File: src/redundancy_pkg.sv
// Shared types and constants for the three-hart fetch redundancy wrapper.
// The hart count is fixed at three; the voter and the dual-mode pair logic
// rely on it. Only the instruction fetch bus is covered.
`default_nettype none

package redundancy_pkg;

  localparam int unsigned NUM_HARTS = 3;

  typedef logic [31:0] addr_t;
  typedef logic [31:0] data_t;
  typedef logic [3:0]  be_t;

  // One bit per hart, bit i is hart i
  typedef logic [NUM_HARTS-1:0] hart_mask_t;

  // Wide enough to hold SYNC_TIMEOUT_CYCLES
  typedef logic [4:0] timer_cnt_t;

  // Fetch request, held by the hart until gnt
  typedef struct packed {
    logic  req;
    logic  we;
    be_t   be;
    addr_t addr;
    data_t wdata;
  } bus_req_t;

  typedef struct packed {
    logic  gnt;
    logic  rvalid;
    data_t rdata;
  } bus_rsp_t;

  typedef enum logic [1:0] {
    MODE_SINGLE = 2'd0,
    MODE_TMR    = 2'd1,
    MODE_DMR    = 2'd2
  } red_mode_t;

  // Master is one-hot, pair holds two bits including the master (DMR only)
  typedef struct packed {
    logic       valid;
    red_mode_t  mode;
    hart_mask_t master;
    hart_mask_t pair;
  } mode_cfg_t;

  localparam data_t WFI_OPCODE = 32'h1050_0073;

  localparam timer_cnt_t SYNC_TIMEOUT_CYCLES = 5'd16;

endpackage

`default_nettype wire

File: src/fetch_router.sv
// Steers fetch requests to memory ports and responses back to the harts.
// No buffering; gnt and rvalid of the driven port pass back combinationally.
// An unknown mode encoding routes as single mode.
`timescale 1ns/1ps
`default_nettype none

module fetch_router (
  input  redundancy_pkg::red_mode_t                                mode_i,
  input  redundancy_pkg::hart_mask_t                               master_i,
  input  redundancy_pkg::hart_mask_t                               pair_i,
  input  redundancy_pkg::bus_req_t [redundancy_pkg::NUM_HARTS-1:0] hart_req_i,
  input  redundancy_pkg::bus_req_t                                 voted_req_i,
  input  redundancy_pkg::bus_req_t                                 cmp_req_i,
  input  redundancy_pkg::bus_rsp_t [redundancy_pkg::NUM_HARTS-1:0] iso_rsp_i,
  input  redundancy_pkg::bus_rsp_t [redundancy_pkg::NUM_HARTS-1:0] mem_rsp_i,
  output redundancy_pkg::bus_req_t [redundancy_pkg::NUM_HARTS-1:0] mem_req_o,
  output redundancy_pkg::bus_rsp_t [redundancy_pkg::NUM_HARTS-1:0] hart_rsp_o,
  output redundancy_pkg::hart_mask_t                               isolate_o
);
  import redundancy_pkg::*;

  bus_rsp_t master_rsp;

  // Response of the master's memory port
  always_comb begin
    master_rsp = '0;
    for (int i = 0; i < NUM_HARTS; i++) begin
      if (master_i[i]) begin
        master_rsp = mem_rsp_i[i];
      end
    end
  end

  always_comb begin
    mem_req_o  = '0;
    hart_rsp_o = '0;
    isolate_o  = '0;
    case (mode_i)
      MODE_TMR: begin
        // Voted request on the master port, everyone shares its answer
        for (int i = 0; i < NUM_HARTS; i++) begin
          if (master_i[i]) begin
            mem_req_o[i] = voted_req_i;
          end
          hart_rsp_o[i] = master_rsp;
        end
      end
      MODE_DMR: begin
        isolate_o = ~pair_i;
        for (int i = 0; i < NUM_HARTS; i++) begin
          if (master_i[i]) begin
            mem_req_o[i] = cmp_req_i;
          end
          // Third hart is fed by the isolator
          if (pair_i[i]) begin
            hart_rsp_o[i] = master_rsp;
          end else begin
            hart_rsp_o[i] = iso_rsp_i[i];
          end
        end
      end
      default: begin
        mem_req_o  = hart_req_i;
        hart_rsp_o = mem_rsp_i;
      end
    endcase
  end

endmodule

`default_nettype wire

File: src/hart_isolator.sv
// Answers fetches of isolated harts with WFI so they park themselves.
// Grants at once, rvalid follows one cycle after each grant.
`timescale 1ns/1ps
`default_nettype none

module hart_isolator (
  input  logic                                                     clk_i,
  input  logic                                                     rst_ni,
  input  redundancy_pkg::bus_req_t [redundancy_pkg::NUM_HARTS-1:0] req_i,
  input  redundancy_pkg::hart_mask_t                               isolate_i,
  output redundancy_pkg::bus_rsp_t [redundancy_pkg::NUM_HARTS-1:0] rsp_o
);
  import redundancy_pkg::*;

  hart_mask_t gnt;
  hart_mask_t valid_q;

  // Grants are all zero while no hart is isolated
  always_ff @(posedge clk_i or negedge rst_ni) begin
    if (!rst_ni) begin
      valid_q <= '0;
    end else begin
      valid_q <= gnt;
    end
  end

  always_comb begin
    for (int i = 0; i < NUM_HARTS; i++) begin
      gnt[i]          = isolate_i[i] & req_i[i].req;
      rsp_o[i].gnt    = gnt[i];
      rsp_o[i].rvalid = valid_q[i];
      rsp_o[i].rdata  = WFI_OPCODE;
    end
  end

endmodule

`default_nettype wire

File: src/mode_fsm.sv
// Mode control for the redundancy wrapper. A new configuration only takes
// effect once all harts sleep; errors are acted on in ST_RUN only, so a fault
// raised while waiting for sleep is not seen.
`timescale 1ns/1ps
`default_nettype none

module mode_fsm (
  input  logic                       clk_i,
  input  logic                       rst_ni,
  input  redundancy_pkg::mode_cfg_t  mode_cfg_i,
  input  redundancy_pkg::hart_mask_t sleep_i,
  input  logic                       vote_err_i,
  input  redundancy_pkg::hart_mask_t vote_err_hart_i,
  input  logic                       cmp_err_i,
  input  logic                       timer_expired_i,
  output logic                       timer_start_o,
  output logic                       timer_run_o,
  output redundancy_pkg::red_mode_t  mode_o,
  output redundancy_pkg::hart_mask_t master_o,
  output redundancy_pkg::hart_mask_t pair_o,
  output redundancy_pkg::hart_mask_t fault_hart_o,
  output logic                       irq_o
);
  import redundancy_pkg::*;

  typedef enum logic [1:0] {
    ST_RUN,
    ST_WAIT_SLEEP,
    ST_FAULT
  } state_e;

  state_e     state_q, state_d;
  red_mode_t  mode_q, mode_d;
  hart_mask_t master_q, master_d;
  hart_mask_t pair_q, pair_d;
  hart_mask_t fault_q, fault_d;
  mode_cfg_t  pend_q;
  logic       master_ok, pair_ok, cfg_ok, red_err;

  // Configuration checks
  always_comb begin
    master_ok = (mode_cfg_i.master != '0) &&
                ((mode_cfg_i.master & (mode_cfg_i.master - hart_mask_t'(1))) == '0);
    pair_ok   = ($countones(mode_cfg_i.pair) == 2) && |(mode_cfg_i.pair & mode_cfg_i.master);
    cfg_ok    = mode_cfg_i.valid && master_ok &&
                ((mode_cfg_i.mode == MODE_SINGLE) || (mode_cfg_i.mode == MODE_TMR) ||
                 ((mode_cfg_i.mode == MODE_DMR) && pair_ok));
  end

  // Voter errors count in TMR only, comparator errors in DMR only
  assign red_err = ((mode_q == MODE_TMR) && vote_err_i) || ((mode_q == MODE_DMR) && cmp_err_i);

  always_comb begin
    state_d       = state_q;
    mode_d        = mode_q;
    master_d      = master_q;
    pair_d        = pair_q;
    fault_d       = fault_q;
    timer_start_o = 1'b0;
    case (state_q)
      ST_RUN: begin
        if (red_err) begin
          state_d = ST_FAULT;
          mode_d  = MODE_SINGLE;
          fault_d = (mode_q == MODE_TMR) ? vote_err_hart_i : pair_q;
        end else if (cfg_ok) begin
          state_d       = ST_WAIT_SLEEP;
          timer_start_o = 1'b1;
          fault_d       = '0;
        end
      end
      ST_WAIT_SLEEP: begin
        if (&sleep_i) begin
          state_d  = ST_RUN;
          mode_d   = pend_q.mode;
          master_d = pend_q.master;
          pair_d   = pend_q.pair;
        end else if (timer_expired_i) begin
          // Harts never all slept, give up on the change
          state_d = ST_FAULT;
          mode_d  = MODE_SINGLE;
        end
      end
      default: begin
        state_d = ST_RUN;
      end
    endcase
  end

  assign timer_run_o = timer_start_o || (state_q == ST_WAIT_SLEEP);

  always_ff @(posedge clk_i or negedge rst_ni) begin
    if (!rst_ni) begin
      state_q  <= ST_RUN;
      mode_q   <= MODE_SINGLE;
      master_q <= hart_mask_t'(1);
      pair_q   <= '0;
      fault_q  <= '0;
    end else begin
      state_q  <= state_d;
      mode_q   <= mode_d;
      master_q <= master_d;
      pair_q   <= pair_d;
      fault_q  <= fault_d;
    end
  end

  // Pending configuration, applied once every hart sleeps
  always_ff @(posedge clk_i) begin
    if (timer_start_o) begin
      pend_q <= mode_cfg_i;
    end
  end

  assign mode_o       = mode_q;
  assign master_o     = master_q;
  assign pair_o       = pair_q;
  assign fault_hart_o = fault_q;
  assign irq_o        = (state_q == ST_FAULT);

endmodule

`default_nettype wire

File: src/redundancy_wrapper.sv
// Three-hart fetch redundancy wrapper: single, TMR and same-cycle DMR.
// Mode changes wait for all harts to sleep. Cores and memories are outside.
`timescale 1ns/1ps
`default_nettype none

module redundancy_wrapper (
  input  logic                                                     clk_i,
  input  logic                                                     rst_ni,
  input  redundancy_pkg::bus_req_t [redundancy_pkg::NUM_HARTS-1:0] hart_req_i,
  output redundancy_pkg::bus_rsp_t [redundancy_pkg::NUM_HARTS-1:0] hart_rsp_o,
  output redundancy_pkg::bus_req_t [redundancy_pkg::NUM_HARTS-1:0] mem_req_o,
  input  redundancy_pkg::bus_rsp_t [redundancy_pkg::NUM_HARTS-1:0] mem_rsp_i,
  input  redundancy_pkg::mode_cfg_t                                mode_cfg_i,
  input  redundancy_pkg::hart_mask_t                               sleep_i,
  output redundancy_pkg::red_mode_t                                mode_o,
  output redundancy_pkg::hart_mask_t                               master_o,
  output redundancy_pkg::hart_mask_t                               fault_hart_o,
  output logic                                                     irq_o
);
  import redundancy_pkg::*;

  red_mode_t                 cur_mode;
  hart_mask_t                cur_master, cur_pair, isolate;
  logic                      timer_start, timer_run, timer_expired;
  bus_req_t                  voted_req, cmp_req;
  logic                      vote_err, cmp_err;
  hart_mask_t                vote_err_hart;
  bus_rsp_t [NUM_HARTS-1:0]  iso_rsp;

  mode_fsm u_mode_fsm (
    .clk_i, .rst_ni, .mode_cfg_i, .sleep_i,
    .vote_err_i      (vote_err),
    .vote_err_hart_i (vote_err_hart),
    .cmp_err_i       (cmp_err),
    .timer_expired_i (timer_expired),
    .timer_start_o   (timer_start),
    .timer_run_o     (timer_run),
    .mode_o          (cur_mode),
    .master_o        (cur_master),
    .pair_o          (cur_pair),
    .fault_hart_o,
    .irq_o
  );

  sync_timer u_sync_timer (
    .clk_i, .rst_ni,
    .start_i   (timer_start),
    .run_i     (timer_run),
    .expired_o (timer_expired)
  );

  req_voter u_req_voter (
    .req_i      (hart_req_i),
    .voted_o    (voted_req),
    .err_o      (vote_err),
    .err_hart_o (vote_err_hart)
  );

  req_comparator u_req_comparator (
    .req_i    (hart_req_i),
    .master_i (cur_master),
    .pair_i   (cur_pair),
    .req_o    (cmp_req),
    .err_o    (cmp_err)
  );

  hart_isolator u_hart_isolator (
    .clk_i, .rst_ni,
    .req_i     (hart_req_i),
    .isolate_i (isolate),
    .rsp_o     (iso_rsp)
  );

  fetch_router u_fetch_router (
    .mode_i      (cur_mode),
    .master_i    (cur_master),
    .pair_i      (cur_pair),
    .hart_req_i,
    .voted_req_i (voted_req),
    .cmp_req_i   (cmp_req),
    .iso_rsp_i   (iso_rsp),
    .mem_rsp_i,
    .mem_req_o,
    .hart_rsp_o,
    .isolate_o   (isolate)
  );

  assign mode_o   = cur_mode;
  assign master_o = cur_master;

endmodule

`default_nettype wire

File: src/req_comparator.sv
// Same-cycle lockstep compare of the master and its dual-mode partner.
// Expects a one-hot master and a pair with two bits that include it.
`timescale 1ns/1ps
`default_nettype none

module req_comparator (
  input  redundancy_pkg::bus_req_t [redundancy_pkg::NUM_HARTS-1:0] req_i,
  input  redundancy_pkg::hart_mask_t                               master_i,
  input  redundancy_pkg::hart_mask_t                               pair_i,
  output redundancy_pkg::bus_req_t                                 req_o,
  output logic                                                     err_o
);
  import redundancy_pkg::*;

  hart_mask_t partner;
  bus_req_t   partner_req;

  assign partner = pair_i & ~master_i;

  // One-hot selects
  always_comb begin
    req_o       = '0;
    partner_req = '0;
    for (int i = 0; i < NUM_HARTS; i++) begin
      if (master_i[i]) begin
        req_o = req_i[i];
      end
      if (partner[i]) begin
        partner_req = req_i[i];
      end
    end
  end

  assign err_o = (req_o != partner_req);

endmodule

`default_nettype wire

File: src/req_voter.sv
// Bitwise two-of-three vote over the full fetch request, including the
// write fields. Purely combinational.
`timescale 1ns/1ps
`default_nettype none

module req_voter (
  input  redundancy_pkg::bus_req_t [redundancy_pkg::NUM_HARTS-1:0] req_i,
  output redundancy_pkg::bus_req_t                                 voted_o,
  output logic                                                     err_o,
  output redundancy_pkg::hart_mask_t                               err_hart_o
);
  import redundancy_pkg::*;

  bus_req_t a, b, c;

  assign a = req_i[0];
  assign b = req_i[1];
  assign c = req_i[2];

  // Majority per bit
  always_comb begin
    voted_o = (a & b) | (a & c) | (b & c);
  end

  // Any disagreement at all, even one the vote masks
  assign err_o = (a != b) || (b != c);

  // Harts that lost the vote on at least one bit
  always_comb begin
    err_hart_o = '0;
    for (int i = 0; i < NUM_HARTS; i++) begin
      if (req_i[i] != voted_o) begin
        err_hart_o[i] = 1'b1;
      end
    end
  end

endmodule

`default_nettype wire

File: src/sync_timer.sv
// Wait timer for the sleep handshake. A run that starts in the same cycle
// as the clear counts that cycle as the first.
`timescale 1ns/1ps
`default_nettype none

module sync_timer (
  input  logic clk_i,
  input  logic rst_ni,
  input  logic start_i,
  input  logic run_i,
  output logic expired_o
);
  import redundancy_pkg::*;

  timer_cnt_t cnt_q, cnt_d;

  always_comb begin
    cnt_d = start_i ? '0 : cnt_q;
    // Saturates at the limit
    if (run_i && (cnt_d != SYNC_TIMEOUT_CYCLES)) begin
      cnt_d = cnt_d + 1'b1;
    end
  end

  always_ff @(posedge clk_i or negedge rst_ni) begin
    if (!rst_ni) begin
      cnt_q <= '0;
    end else begin
      cnt_q <= cnt_d;
    end
  end

  assign expired_o = (cnt_q == SYNC_TIMEOUT_CYCLES);

endmodule

`default_nettype wire

File: config.mk
export PLATFORM = sky130hd
export DESIGN_NAME = redundancy_wrapper
export DESIGN_NICKNAME = d
export VERILOG_FILES = /design/src/redundancy_pkg.sv /design/src/fetch_router.sv /design/src/hart_isolator.sv /design/src/mode_fsm.sv /design/src/redundancy_wrapper.sv /design/src/req_comparator.sv /design/src/req_voter.sv /design/src/sync_timer.sv
export SDC_FILE = /design/constraint.sdc
export NUM_CORES = 1
export LEC_CHECK = 0
export BUFFER_PORTS_ARGS = -buffer_cell sky130_fd_sc_hd__buf_2
export CORE_AREA = 8 8 244 246
export DETAILED_ROUTE_END_ITERATION = 7
export DIE_AREA = 0 0 252 254
export GPL_ROUTABILITY_DRIVEN = 1
export PLACE_DENSITY_LB_ADDON = 0.12
export SYNTH_ARGS = -nofsm -noshare
export SYNTH_HDL_FRONTEND = slang
export SYNTH_SLANG_ARGS = --single-unit
File: constraint.sdc
create_clock -name clk_i -period 5.05 [get_ports clk_i]
set_clock_uncertainty 0.2 [all_clocks]
set_input_delay 0.2525 -clock clk_i [delete_from_list [all_inputs] [get_ports clk_i]]
set_output_delay 0.2525 -clock clk_i [all_outputs]
set_load 0.05 [all_outputs]
# Yosys cells after proc, flatten, opt, wreduce, memory -nomap -nowiden
# Cells that the tools add are included.
totals:
  reg_bits: 29
  latchBits: 0
  ram_bits: 0
  romBits: 0
  in_bits: 326
  output_inout_bits: 321
  elab_cells: 111
  n_memories: 0
op_classes:
  addsub: 4
  multipliers: 0
  div_mod_pow: 0
  n_lt_le_gt_ge: 0
  n_eq_ne: 18
  shifts: 0
  n_mux: 41
  bitwise: 13
  reduce_logical: 25
op_table:
  columns: ["operator", "n"]
  rows:
  - ["70-bit two-way mux", 12]
  - ["70-bit inequality test", 6]
  - ["210-bit one-hot mux with 2 select lines", 1]
  - ["70-bit bitwise AND", 3]
  - ["34-bit two-way mux", 6]
  - ["102-bit one-hot mux with 2 select lines", 1]
  - ["70-bit OR", 2]
  - ["32-bit by 1-bit adder with 32-bit output", 1]
  - ["32-bit by 3-bit == test with 1-bit output (second input constant)", 1]
  - ["2-bit two-way mux", 7]
  - ["3-bit two-way mux", 4]
  - ["5-bit two-way mux", 2]
  - ["3-bit bitwise AND", 3]
  - ["1-bit logical AND", 8]
  - ["2-bit one-hot mux with 2 select lines", 2]
  - ["2-bit by 1-bit == test with 1-bit output (second input constant)", 3]
  - ["2-bit == test (second input constant)", 3]
  - ["1-bit two-way mux", 6]
  - ["3-bit NOT", 2]
  - ["3-bit AND reduction", 2]
  - ["5-bit by 1-bit adder with 5-bit output (second input constant)", 1]
  - ["5-bit == test (second input constant)", 1]
  - ["1-bit logical OR", 5]
  - ["5-bit inequality test (second input constant)", 1]
  - ["other kinds (13)", 18]

# Longest topological paths before layout
# Gate-level depths: netlist of run 1.
depth:
  ltp_word: 14
  ltp_mapped: 20
  mapped_depth_nobuf: 15

# Modules after synthesis
# From an unflattened synthesis of run 1, not the netlist that was laid out.
unflattened:
  hier_cells: 2843
  hier_area_um2: 18053.6
by_module_without_submodules:
  columns: ["module", "instances", "cells_each", "area_per_inst_um2", "seq_area_each_um2"]
  rows:
  - ["fetch_router", 1, 1146, 6221.0, 0.0]
  - ["req_voter", 1, 802, 5865.6, 0.0]
  - ["req_comparator", 1, 686, 3861.2, 0.0]
  - ["mode_fsm", 1, 74, 963.4, 566.8]
  - ["hart_isolator", 1, 104, 822.0, 75.1]
  - ["sync_timer", 1, 31, 320.3, 125.1]

# Worst setup path after synthesis of run 1
# No wires, ideal clock.
synth_timing:
  path_kind: "reg-to-reg"
  start: "register u_mode_fsm.master_q[1] (netlist: u_mode_fsm.master_o[1])"
  end: "register u_sync_timer.cnt_q[1]"
  setup_time_ps: 125
  arrival_ps: 3714
  required_ps: 4725
  path_slack_ps: 1011
  stages_incl_launch_ff: 18
  path_buffers: 4
  synth_period_minus_slack_ps: 4039
  cell_sequence: "dfrtp_1 > buf_4 > buf_2 > clkbuf_1 > a22oi_1 > o21ai_0 > xnor2_1 > nand4_1 > nor4_1 > nand4_1 > o32a_1 > or2_1 > buf_2 > nand2_1 > ha_1 > a31oi_1 > o21bai_1 > mux2_2"
synth_via:
  elab_chain_cells: 13
  word_cells_on_any_way: 17
  classes_between: "1 x add/sub; 2 x eq/ne; 8 x mux; 2 x bitwise; 4 x reduce/logical"
synth_rtl:
  columns: ["item", "line_no", "source"]
  rows:
  - ["start, declared", "mode_fsm.sv:34", "hart_mask_t master_q, master_d;"]
  - ["start signal, assigned", "mode_fsm.sv:96", "master_q <= hart_mask_t'(1);"]
  - ["start signal, assigned", "mode_fsm.sv:102", "master_q <= master_d;"]
  - ["3-bit NOT", "req_comparator.sv:18", "assign partner = pair_i & ~master_i;"]
  - ["3-bit bitwise AND", "req_comparator.sv:18", null]
  - ["70-bit two-way mux (2 in a row)", "req_comparator.sv:28", "if (partner[i]) begin"]
  - ["70-bit inequality test *", "req_comparator.sv:34", "assign err_o = (req_o != partner_req);"]
  - ["1-bit logical AND *", "mode_fsm.sv:51", "assign red_err = ((mode_q == MODE_TMR) && vote_err_i) || ((mode_q == MODE_DMR) && cmp_err_i);"]
  - ["1-bit logical OR *", "mode_fsm.sv:51", null]
  - ["1-bit two-way mux *", "mode_fsm.sv:62", "if (red_err) begin"]
  - ["1-bit two-way mux *", "mode_fsm.sv:60", "case (state_q)"]
  - ["branches (longest 3 deep; another with 5-bit by 1-bit adder with 5-bit output)", null, null]
  - ["5-bit two-way mux *", "sync_timer.sv:20", "if (run_i && (cnt_d != SYNC_TIMEOUT_CYCLES)) begin"]
  - ["net u_sync_timer.cnt_d[1]", "sync_timer.sv:15", "timer_cnt_t cnt_q, cnt_d;"]
  - ["end signal, assigned", "sync_timer.sv:29", "cnt_q <= cnt_d;"]
  - ["end, declared", "sync_timer.sv:15", null]
# Mark *: on every way through the listed nets, which the timed path passes.
# A chain may end at the register's enable or synchronous reset.

# Worst setup path in the final report of run 1
layout_timing:
  start: "register u_mode_fsm.master_q[0] (netlist: u_mode_fsm.master_o[0])"
  end: "register u_sync_timer.cnt_q[1]"
layout_via:
  elab_chain_cells: 14
  word_cells_on_any_way: 19
  classes_between: "1 x add/sub; 2 x eq/ne; 10 x mux; 2 x bitwise; 4 x reduce/logical"
layout_rtl:
  columns: ["item", "line_no"]
  rows:
  - ["3-bit NOT", "req_comparator.sv:18"]
  - ["3-bit bitwise AND", "req_comparator.sv:18"]
  - ["70-bit two-way mux (3 in a row)", "req_comparator.sv:28"]
  - ["70-bit inequality test *", "req_comparator.sv:34"]
  - ["1-bit logical AND *", "mode_fsm.sv:51"]
  - ["1-bit logical OR *", "mode_fsm.sv:51"]
  - ["1-bit two-way mux *", "mode_fsm.sv:62"]
  - ["1-bit two-way mux *", "mode_fsm.sv:60"]
  - ["branches (longest 3 deep; another with 5-bit by 1-bit adder with 5-bit output)", null]
  - ["5-bit two-way mux *", "sync_timer.sv:20"]
  - ["net u_sync_timer.cnt_d[1]", "sync_timer.sv:15"]
# Marked as above.

==> impl_metrics.prom, run 1 <==
# TYPE chip_impl_metric gauge
chip_impl_info{name="status",value="finished, final reports clean"} 1
chip_impl_metric{name="route.detailed.drc",unit=""} 0
chip_impl_info{name="min_delay_worst_endpoint",value="u_mode_fsm.pend_q[5]"} 1
chip_impl_metric{name="timing.hold.worst_path_depth",unit=""} 1
chip_impl_metric{name="grt.overflow.total",unit=""} 0
chip_impl_info{name="rsz0062_at_grt",value="false"} 1
chip_impl_metric{name="final_wirelength",unit="um"} 142000
chip_impl_metric{name="detailroute.via_count",unit=""} 23700
chip_impl_metric{name="starting_density",unit="%"} 25.8
chip_impl_metric{name="seqCellArea",unit="um2"} 774
chip_impl_metric{name="period_needed",unit="ns"} 4.77
chip_impl_metric{name="syn_nets",unit=""} 2633
chip_impl_metric{name="maxCapViolCount",unit=""} 0
chip_impl_metric{name="maxClockFrequency",unit="MHz"} 210
chip_impl_metric{name="die_y",unit="um"} 254
chip_impl_metric{name="maxSlewHeadroom",unit="%"} 6.93
chip_impl_metric{name="critPathArrivalTime",unit="ns"} 4.74
chip_impl_metric{name="globalplace.congestion",unit=""} 1.14
chip_impl_metric{name="firstDrtPassIters",unit=""} 7
chip_impl_metric{name="first_global_vias",unit=""} 22400
chip_impl_info{name="worstHoldStart",value="mode_cfg_i[5]"} 1
chip_impl_metric{name="clock_latency",unit="ns"} 0.28
chip_impl_info{name="clk_root_buffer_cell",value="sky130_fd_sc_hd__clkbuf_16"} 1
chip_impl_metric{name="p_sw",unit="W"} 0.00973
chip_impl_metric{name="place_hpwl",unit="um"} 116000
chip_impl_metric{name="yosys_register_bits",unit=""} 29
chip_impl_metric{name="multi_input_area",unit="um2"} 12900
chip_impl_metric{name="power_leakage",unit="nW"} 8.53
chip_impl_info{name="hold_path.class",value="in -> reg"} 1
chip_impl_metric{name="rr_worst_depth",unit=""} 16
chip_impl_metric{name="cts_setup_buffers",unit=""} 0
chip_impl_metric{name="grt_first_pass_wirelength",unit="um"} 189000
chip_impl_metric{name="grtUsageTotal",unit="%"} 41.5
chip_impl_metric{name="drt-wirelength-per-cell",unit="um"} 39.9
chip_impl_metric{name="detail_route.vias_per_cell",unit=""} 6.67
chip_impl_metric{name="syn-instance-count",unit=""} 2159
chip_impl_metric{name="clock_path_buffers",unit=""} 2
chip_impl_metric{name="clock_tree_sinks",unit=""} 29
chip_impl_metric{name="die_area",unit="um2"} 64000
chip_impl_metric{name="async_flop_share",unit="%"} 72.4
chip_impl_info{name="critical_path.reg2reg.endpoint",value="u_sync_timer.cnt_q[1]"} 1
chip_impl_metric{name="synthesis.area",unit="um2"} 14400
chip_impl_metric{name="place_area",unit="um2"} 19200
chip_impl_info{name="timing.critical_path.cells",value="nor2b_4 -> buf_4 -> buf_4 -> a22oi_1 -> o21ai_0 -> xnor2_1 -> nor4_1 -> buf_4 -> nand4_1 -> o32a_1 -> or2_1 -> nand2_1 -> ha_1 -> a31oi_1 -> o21bai_1 -> mux2_2"} 1
chip_impl_metric{name="final_core_util",unit="%"} 34.9
chip_impl_metric{name="h_tree_level_count",unit=""} 2
chip_impl_metric{name="crit_path_max_cell_delay",unit="ns"} 0.69
chip_impl_metric{name="grt_start_max_net_pins",unit=""} 148
chip_impl_metric{name="p_int",unit="W"} 0.00395
chip_impl_metric{name="cts_made_buffers",unit=""} 5
chip_impl_metric{name="comb_power_share",unit="%"} 94.7
chip_impl_metric{name="crit_path_required_time",unit="ns"} 5.02
chip_impl_metric{name="rows",unit=""} 87
chip_impl_metric{name="final.setup.tns",unit="ns"} 0
chip_impl_metric{name="yosys_warnings",unit=""} 0
chip_impl_info{name="crit_type",value="reg -> reg"} 1
chip_impl_metric{name="sequentialPowerShare",unit="%"} 3.0
chip_impl_info{name="critPathMostFrequentCell",value="sky130_fd_sc_hd__buf_4"} 1
chip_impl_metric{name="clock_power_share",unit="%"} 2.3
chip_impl_metric{name="num_io_pins",unit=""} 647
chip_impl_metric{name="fin_hold_ws",unit="ns"} 0.0110
chip_impl_metric{name="fin_crit_share",unit="%"} 94.4
chip_impl_metric{name="rrSetupSlack",unit="ns"} 0.28
chip_impl_info{name="crit_path_end_kind",value="flop"} 1
chip_impl_metric{name="report.final.hold_viol_count",unit=""} 0
chip_impl_info{name="ys_dominant_reg_cell",value="sky130_fd_sc_hd__dfrtp_1"} 1
chip_impl_info{name="critical_path.startpoint_type",value="flop"} 1
chip_impl_metric{name="area_growth",unit="%"} 35.3
chip_impl_metric{name="fillers",unit=""} 6294
chip_impl_info{name="timing.rr.start",value="u_mode_fsm.master_o[0]"} 1
chip_impl_metric{name="clkSlewWorstSetupHoldPaths",unit="ns"} 0.05
chip_impl_metric{name="report.final.setup_viol",unit=""} 0
chip_impl_metric{name="coreArea",unit="um2"} 55700
chip_impl_metric{name="transition_at_the_pin_with_the_smallest_max_transition_slack",unit="ns"} 1.38
chip_impl_metric{name="stdcell_count",unit=""} 3548
chip_impl_metric{name="final_max_slew_viol_count",unit=""} 0
chip_impl_info{name="tritoncts_clock_tree",value="built"} 1
chip_impl_metric{name="ant_nets",unit=""} 0
chip_impl_metric{name="synth_enable_flop_cells",unit=""} 8
chip_impl_metric{name="power.density",unit="nW/um2"} 704
chip_impl_metric{name="switching_share",unit="%"} 71.1
chip_impl_info{name="slowest_stage",value="sky130_fd_sc_hd__o21ai_0"} 1
chip_impl_metric{name="finish.net_count",unit=""} 3261
chip_impl_metric{name="detail_route.iter0.violations",unit=""} 3626
chip_impl_metric{name="io_buffers",unit=""} 646
chip_impl_metric{name="drive_above_1_share",unit="%"} 30.1
chip_impl_metric{name="seq_area_frac_synth",unit="%"} 5.34
chip_impl_metric{name="path_max_fanout",unit=""} 11
chip_impl_metric{name="max-vdd-ir-drop",unit="uV"} 444
chip_impl_metric{name="post-place-cells",unit=""} 3534
chip_impl_metric{name="die_w",unit="um"} 252
chip_impl_metric{name="finalInstanceArea",unit="um2"} 19400
chip_impl_metric{name="netlist-cell-type-count",unit=""} 59
chip_impl_metric{name="syn_avg_cell_area",unit="um2"} 6.65
chip_impl_metric{name="number_of_antenna_violations_at_the_first_check_in_global_routing",unit=""} 3
metal layers:
| metal | GRT usage, % | share of wire, % | vias up |
|---|---|---|---|
| li1 | - | - | 9733 |
| met1 | 51.9 | 38 | 11600 |
| met2 | 65.7 | 44 | 1933 |
| met3 | 8.49 | 10 | 403 |
| met4 | 23.9 | 6.9 | 2 |
| met5 | 0 | 0.0092 | - |
layout make-up:
type                    instances  share of cell area (%)
clock buffers                   7                   0.785
clock inverters                 1                  0.0258
inverters                      15                   0.290
diodes                          4                  0.0515
flip-flops and latches         29                    3.99
repair buffers                793                    23.4
well taps                     756                    4.87
multi-input cells            1943                    66.6
kinds of logic (layout without fill, tap and decap cells):
kind of cell | after synthesis | count (layout) | synth area share, %
buf+inv | 187 | 816 | 5.45
compound gates | 980 | 980 | 46.8
fa+ha+maj | 148 | 148 | 12.9
xor+xnor | 114 | 114 | 6.95
flops | 29 | 29 | 5.34
simple gates | 694 | 694 | 21.9
mux | 7 | 7 | 0.549
other cells | 0 | 4 | 0
cell usage in the layout, fill, tap and decap left out, types with 6 or more instances in the layout:
| master | count |
|---|---|
| sky130_fd_sc_hd__mux2_2 | 7 |
| sky130_fd_sc_hd__dfrtp_1 | 18 |
| sky130_fd_sc_hd__ha_1 | 146 |
| sky130_fd_sc_hd__buf_4 | 129 |
| sky130_fd_sc_hd__nand2_1 | 286 |
| sky130_fd_sc_hd__a31oi_1 | 6 |
| sky130_fd_sc_hd__o21ai_1 | 14 |
| sky130_fd_sc_hd__a211oi_2 | 11 |
| sky130_fd_sc_hd__a21oi_1 | 81 |
| sky130_fd_sc_hd__buf_2 | 646 |
| sky130_fd_sc_hd__a221o_1 | 24 |
| sky130_fd_sc_hd__nor3_1 | 10 |
| sky130_fd_sc_hd__nand3b_1 | 21 |
| sky130_fd_sc_hd__nand3_1 | 43 |
| sky130_fd_sc_hd__nor4_1 | 58 |
| sky130_fd_sc_hd__buf_12 | 16 |
| sky130_fd_sc_hd__o22ai_1 | 66 |
| sky130_fd_sc_hd__a211oi_1 | 57 |
| sky130_fd_sc_hd__a22oi_1 | 134 |
| sky130_fd_sc_hd__or3_1 | 9 |
| sky130_fd_sc_hd__o21ai_0 | 293 |
| sky130_fd_sc_hd__a221oi_1 | 35 |
| sky130_fd_sc_hd__xnor2_1 | 65 |
| sky130_fd_sc_hd__xor2_1 | 49 |
| sky130_fd_sc_hd__edfxtp_1 | 8 |
| sky130_fd_sc_hd__o221ai_1 | 9 |
| sky130_fd_sc_hd__nand4_1 | 50 |
| sky130_fd_sc_hd__inv_1 | 15 |
| sky130_fd_sc_hd__nor2_1 | 179 |
| sky130_fd_sc_hd__a22o_1 | 228 |
registers in the layout, indices dropped and copies added (netlist names):
name,count
u_mode_fsm.pend_q,8
u_sync_timer.cnt_q,5
u_hart_isolator.valid_q,3
u_mode_fsm.fault_hart_o,3
u_mode_fsm.master_o,3
u_mode_fsm.pair_o,3
u_mode_fsm.mode_o,2
u_mode_fsm.state_q,2
through the flow:
step | total power, W | setup slack, ns
after floorplan | 0.00882 | 1.01
after global placement | 0.0131 | 0.445
after detailed placement | 0.0131 | 0.424
after CTS | 0.0134 | 0.409
after global routing | 0.0142 | 0.175
final | 0.0137 | 0.283
worst max-delay path by stage:
stage / startpoint / end / slack [ns] / cells after the start
detailed placement: hart_req_i[54] / u_sync_timer.cnt_q[1] / 0.42 / 16
finish: u_mode_fsm.master_o[0] / u_sync_timer.cnt_q[1] / 0.28 / 16
CTS: u_mode_fsm.master_o[0] / u_sync_timer.cnt_q[1] / 0.41 / 18
global placement: hart_req_i[54] / u_sync_timer.cnt_q[1] / 0.45 / 16
floorplan: u_mode_fsm.master_o[1] / u_sync_timer.cnt_q[1] / 1.01 / 17
global route: u_mode_fsm.master_o[0] / u_sync_timer.cnt_q[1] / 0.17 / 16
repair_timing:
item                      CTS  global route
hold buffers                2             0
resized for setup           0             0
hold endpoints to repair   21             0
power by group through the flow:
stage	sequential [W]	clock, W	combinational [W]
global route	0.000416	0.000330	0.0134
global placement	0.000406	0	0.0127
finish	0.000406	0.000317	0.0130
detailed placement	0.000409	0	0.0127
CTS	0.000406	0.000323	0.0127
floorplan	0.000436	0	0.00838
critical path: cells and delay by family, from the launching register on:
kind	cells	cell delay (ns)
AO/OA/AOI/OAI	5	1.45
AND/OR/NAND/NOR	5	1.08
buffers and inverters	3	0.68
flip-flops	1	0.60
multiplexers	1	0.27
XOR/XNOR	1	0.19
adder cells (fa/ha/maj)	1	0.16
synth_stat cells, drive strengths merged (2+ instances only):
library cell	number	area, um2
buf	47	256
nor2b	11	71.3
dfrtp	20	500
or2	4	25.0
and2	5	31.3
o2111ai	3	26.3
a222oi	2	20.0
edfxtp	8	240
o21ai	308	1550
nand2b	3	18.8
nand4	50	313
nand3	43	215
clkbuf	125	469
or4	5	37.5
inv	15	56.3
nor2	182	683
a221oi	35	307
a31oi	6	37.5
a2111oi	3	26.3
ha	147	1840
a211oi	68	510
o221ai	9	78.8
o2bb2ai	3	26.3
nand3b	21	158
or3	9	56.3
o22ai	66	413
xor2	49	429
nor4	60	375
mux2	7	78.8
nand2	286	1070
a22oi	134	1010
xnor2	65	569
a21oi	81	405
nor3	10	50.1
a221o	24	240
a22o	228	2000
and3b	2	17.5
(Power assumes the default switching activity.)
==> run 2, diff against run 1 <==
--- a/config.mk
+++ b/config.mk
@@ -5,6 +5,7 @@
 export SDC_FILE = /design/constraint.sdc
 export NUM_CORES = 1
 export LEC_CHECK = 0
+export ABC_CLOCK_PERIOD_IN_PS = 5050
 export BUFFER_PORTS_ARGS = -buffer_cell sky130_fd_sc_hd__buf_2
 export CORE_AREA = 8 8 244 246
 export DETAILED_ROUTE_END_ITERATION = 7
==> constraint.sdc (replaced) <==
create_clock -name clk_i -period 5.05 [get_ports clk_i]
set_clock_uncertainty 0.2 [all_clocks]
set_input_delay 0.505 -clock clk_i [delete_from_list [all_inputs] [get_ports clk_i]]
set_output_delay 0.505 -clock clk_i [all_outputs]
set_load 0.05 [all_outputs]
==> run 2 against run 1 <==
  * The run now ends with max-capacitance violations left
  * Sequential power grew 1%
  * Combinational power grew 3%
  * First-iteration DRC count shrank 9.5%
  * Sequential cell count is the same
  * Worst hold slack gained 0.0020 ns
  * Non-clock buffer count grew 27
  * Fmax shrank 2.8%
  * Sequential share of layout area is essentially flat
  * Clock power is essentially flat
  * Largest cell class unchanged
==> impl_metrics.prom, run 2 (synthesized netlist as in run 1, its figures left out) <==
# TYPE chip_impl_metric gauge
chip_impl_metric{name="first_global_vias",unit=""} 22200
chip_impl_metric{name="rr_worst_depth",unit=""} 16
chip_impl_info{name="critical_path.startpoint_type",value="flop"} 1
chip_impl_metric{name="power_leakage",unit="nW"} 8.67
chip_impl_metric{name="io_buffers",unit=""} 646
chip_impl_info{name="regMostFlops",value="u_mode_fsm.pend_q"} 1
chip_impl_metric{name="report.final.hold_viol_count",unit=""} 0
chip_impl_info{name="crit_path_end_kind",value="flop"} 1
chip_impl_metric{name="die_y",unit="um"} 254
chip_impl_info{name="clk_root_buffer_cell",value="sky130_fd_sc_hd__clkbuf_16"} 1
chip_impl_metric{name="switching_share",unit="%"} 71.2
chip_impl_info{name="timing.rr.start",value="u_mode_fsm.master_o[1]"} 1
chip_impl_metric{name="ant_nets",unit=""} 0
chip_impl_metric{name="globalplace.congestion",unit=""} 1.16
chip_impl_metric{name="largest_register_ffs",unit=""} 8
chip_impl_info{name="crit_type",value="reg -> reg"} 1
chip_impl_metric{name="detail_route.iter0.violations",unit=""} 3282
chip_impl_metric{name="place_hpwl",unit="um"} 115000
chip_impl_info{name="tritoncts_clock_tree",value="built"} 1
chip_impl_info{name="worstSetupStartpoint",value="u_mode_fsm.master_o[1]"} 1
chip_impl_metric{name="p_sw",unit="W"} 0.0100
chip_impl_metric{name="die_w",unit="um"} 252
chip_impl_metric{name="detailroute.via_count",unit=""} 23400
chip_impl_metric{name="finalInstanceArea",unit="um2"} 19700
chip_impl_info{name="hold_path.class",value="in -> async"} 1
chip_impl_metric{name="cts_setup_buffers",unit=""} 0
chip_impl_metric{name="max-vdd-ir-drop",unit="uV"} 459
chip_impl_metric{name="sequentialPowerShare",unit="%"} 2.9
chip_impl_metric{name="p_int",unit="W"} 0.00407
chip_impl_metric{name="period_needed",unit="ns"} 4.91
chip_impl_metric{name="path_max_fanout",unit=""} 39
chip_impl_metric{name="maxSlewHeadroom",unit="%"} 2.01
chip_impl_metric{name="area_growth",unit="%"} 36.9
chip_impl_info{name="rsz0062_at_grt",value="false"} 1
chip_impl_metric{name="transition_at_the_pin_with_the_smallest_max_transition_slack",unit="ns"} 1.46
chip_impl_metric{name="coreArea",unit="um2"} 55700
chip_impl_metric{name="cts.hold.buffers_added",unit=""} 0
chip_impl_metric{name="final_wirelength",unit="um"} 139000
chip_impl_metric{name="rrSetupSlack",unit="ns"} 0.14
chip_impl_info{name="critPathMostFrequentCell",value="sky130_fd_sc_hd__nand4_1"} 1
chip_impl_info{name="mostFrequentLayoutCell",value="sky130_fd_sc_hd__buf_2"} 1
chip_impl_metric{name="power.density",unit="nW/um2"} 717
chip_impl_metric{name="maxCapViolCount",unit=""} 1
chip_impl_metric{name="crit_path_required_time",unit="ns"} 5.02
chip_impl_info{name="timing.critical_path.cells",value="nand2b_1 -> and2_1 -> buf_12 -> a221oi_1 -> o21ai_1 -> nand4_1 -> nor4_4 -> nand4_1 -> buf_4 -> o32a_1 -> or2_1 -> nand2_1 -> ha_1 -> a31oi_1 -> o21bai_1 -> mux2_2"} 1
chip_impl_metric{name="clock_path_buffers",unit=""} 2
chip_impl_metric{name="route.detailed.drc",unit=""} 0
chip_impl_metric{name="clock_power_share",unit="%"} 2.2
chip_impl_metric{name="critPathArrivalTime",unit="ns"} 4.87
chip_impl_metric{name="starting_density",unit="%"} 25.8
chip_impl_metric{name="report.final.setup_viol",unit=""} 0
chip_impl_metric{name="grt_start_max_net_pins",unit=""} 73
chip_impl_metric{name="stdcell_count",unit=""} 3581
chip_impl_metric{name="drive_above_1_share",unit="%"} 30.7
chip_impl_metric{name="num_io_pins",unit=""} 647
chip_impl_metric{name="finish.net_count",unit=""} 3288
chip_impl_metric{name="crit_path_max_cell_delay",unit="ns"} 0.56
chip_impl_metric{name="detail_route.vias_per_cell",unit=""} 6.54
chip_impl_info{name="critical_path.reg2reg.endpoint",value="u_sync_timer.cnt_q[1]"} 1
chip_impl_metric{name="timing.critical_path.buf_inv",unit=""} 2
chip_impl_metric{name="drt-wirelength-per-cell",unit="um"} 38.9
chip_impl_metric{name="grtUsageTotal",unit="%"} 40.9
chip_impl_metric{name="final_max_slew_viol_count",unit=""} 0
chip_impl_metric{name="post-place-cells",unit=""} 3562
chip_impl_metric{name="place_area",unit="um2"} 19500
chip_impl_metric{name="clock_latency",unit="ns"} 0.28
chip_impl_metric{name="fin_crit_share",unit="%"} 97.1
chip_impl_info{name="status",value="finished with violations"} 1
chip_impl_metric{name="comb_power_share",unit="%"} 94.8
chip_impl_metric{name="die_area",unit="um2"} 64000
chip_impl_metric{name="grt.overflow.total",unit=""} 0
chip_impl_metric{name="cts_made_buffers",unit=""} 5
chip_impl_metric{name="clkSlewWorstSetupHoldPaths",unit="ns"} 0.05
chip_impl_metric{name="number_of_antenna_violations_at_the_first_check_in_global_routing",unit=""} 14
chip_impl_metric{name="clock_tree_sinks",unit=""} 29
chip_impl_metric{name="h_tree_level_count",unit=""} 2
chip_impl_metric{name="grt_first_pass_wirelength",unit="um"} 187000
chip_impl_info{name="kind_of_cell_adding_the_most_delay_to_the_critical_path",value="simple AND/OR/NAND/NOR gates"} 1
chip_impl_metric{name="rows",unit=""} 87
chip_impl_info{name="registers_with_the_most_flip_flops",value="u_mode_fsm.pend_q: 8 flops, u_sync_timer.cnt_q: 5 flops"} 1
chip_impl_info{name="slowest_stage",value="sky130_fd_sc_hd__o21ai_1"} 1
chip_impl_info{name="mostFrequentLayoutCells",value="646 x sky130_fd_sc_hd__buf_2, 292 x sky130_fd_sc_hd__o21ai_0, 286 x sky130_fd_sc_hd__nand2_1"} 1
chip_impl_metric{name="maxClockFrequency",unit="MHz"} 204
chip_impl_metric{name="firstDrtPassIters",unit=""} 6
chip_impl_info{name="violations",value="max-capacitance violations"} 1
==> run 2: changes by cell type in the layout (fill, tap and decap cells not counted), sizes merged <==
| cell | delta |
|---|---|
| buf | +28 |
| dlygate4sd3 | -2 |
| diode | +6 |
| clkbuf | +1 |
==> run 2: layer usage <==
| metal | up-vias | global-route usage (%) | share of wire, % |
|---|---|---|---|
| li1 | 9813 | - | - |
| met1 | 11300 | 51.5 | 39 |
| met2 | 1896 | 63.8 | 44 |
| met3 | 378 | 9.97 | 11 |
| met4 | 6 | 21.9 | 6.5 |
| met5 | - | 0 | 0.027 |
==> run 2: worst max-delay path by stage <==
| stage | slack, ns | endpoint | depth (start not counted) |
|---|---|---|---|
| floorplan | 1.01 | u_sync_timer.cnt_q[1] | 17 |
| global placement | -0.26 | u_sync_timer.cnt_q[2] | 18 |
| detailed placement | -0.17 | u_sync_timer.cnt_q[1] | 16 |
| CTS | 0.03 | u_sync_timer.cnt_q[1] | 16 |
| global route | 0.006 | u_sync_timer.cnt_q[2] | 18 |
| finish | 0.14 | u_sync_timer.cnt_q[1] | 16 |
==> run 2: stage by stage <==
step                TNS [ns]  hold WS, ns  worst slack [ns]  util [%]  power, W
global route               0       0.0490           0.00555      35.2    0.0145
floorplan                  0      0.00941              1.01         -   0.00882
finish                     0       0.0130             0.145      35.3    0.0141
global placement       -1.08        0.255            -0.255      34.9    0.0134
CTS                        0       0.0209            0.0284      35.2    0.0138
detailed placement    -0.513        0.270            -0.166      34.9    0.0134
==> run 2: layout make-up <==
cell class / instances / area (um2)
repair buffers: 820 / 4770
fillers: 6165 / 36100
well taps: 756 / 946
multi-input cells: 1943 / 12900
flip-flops and latches: 29 / 774
inverters: 15 / 56.3
clock inverters: 1 / 5.00
diodes: 10 / 25.0
clock buffers: 7 / 153
==> run 2: power groups by stage <==
stage / Combinational [W] / Clock (W) / Sequential [W]
finish: 0.0134 / 0.000317 / 0.000412
global route: 0.0138 / 0.000327 / 0.000422
CTS: 0.0131 / 0.000322 / 0.000411
detailed placement: 0.0130 / 0 / 0.000412
global placement: 0.0130 / 0 / 0.000410
floorplan: 0.00838 / 0 / 0.000436
==> run 2: repair_timing <==
item / in CTS / in global routing
resized for setup: 1 / 3
setup endpoints to repair: 4 / 4
pin swaps: 0 / 0
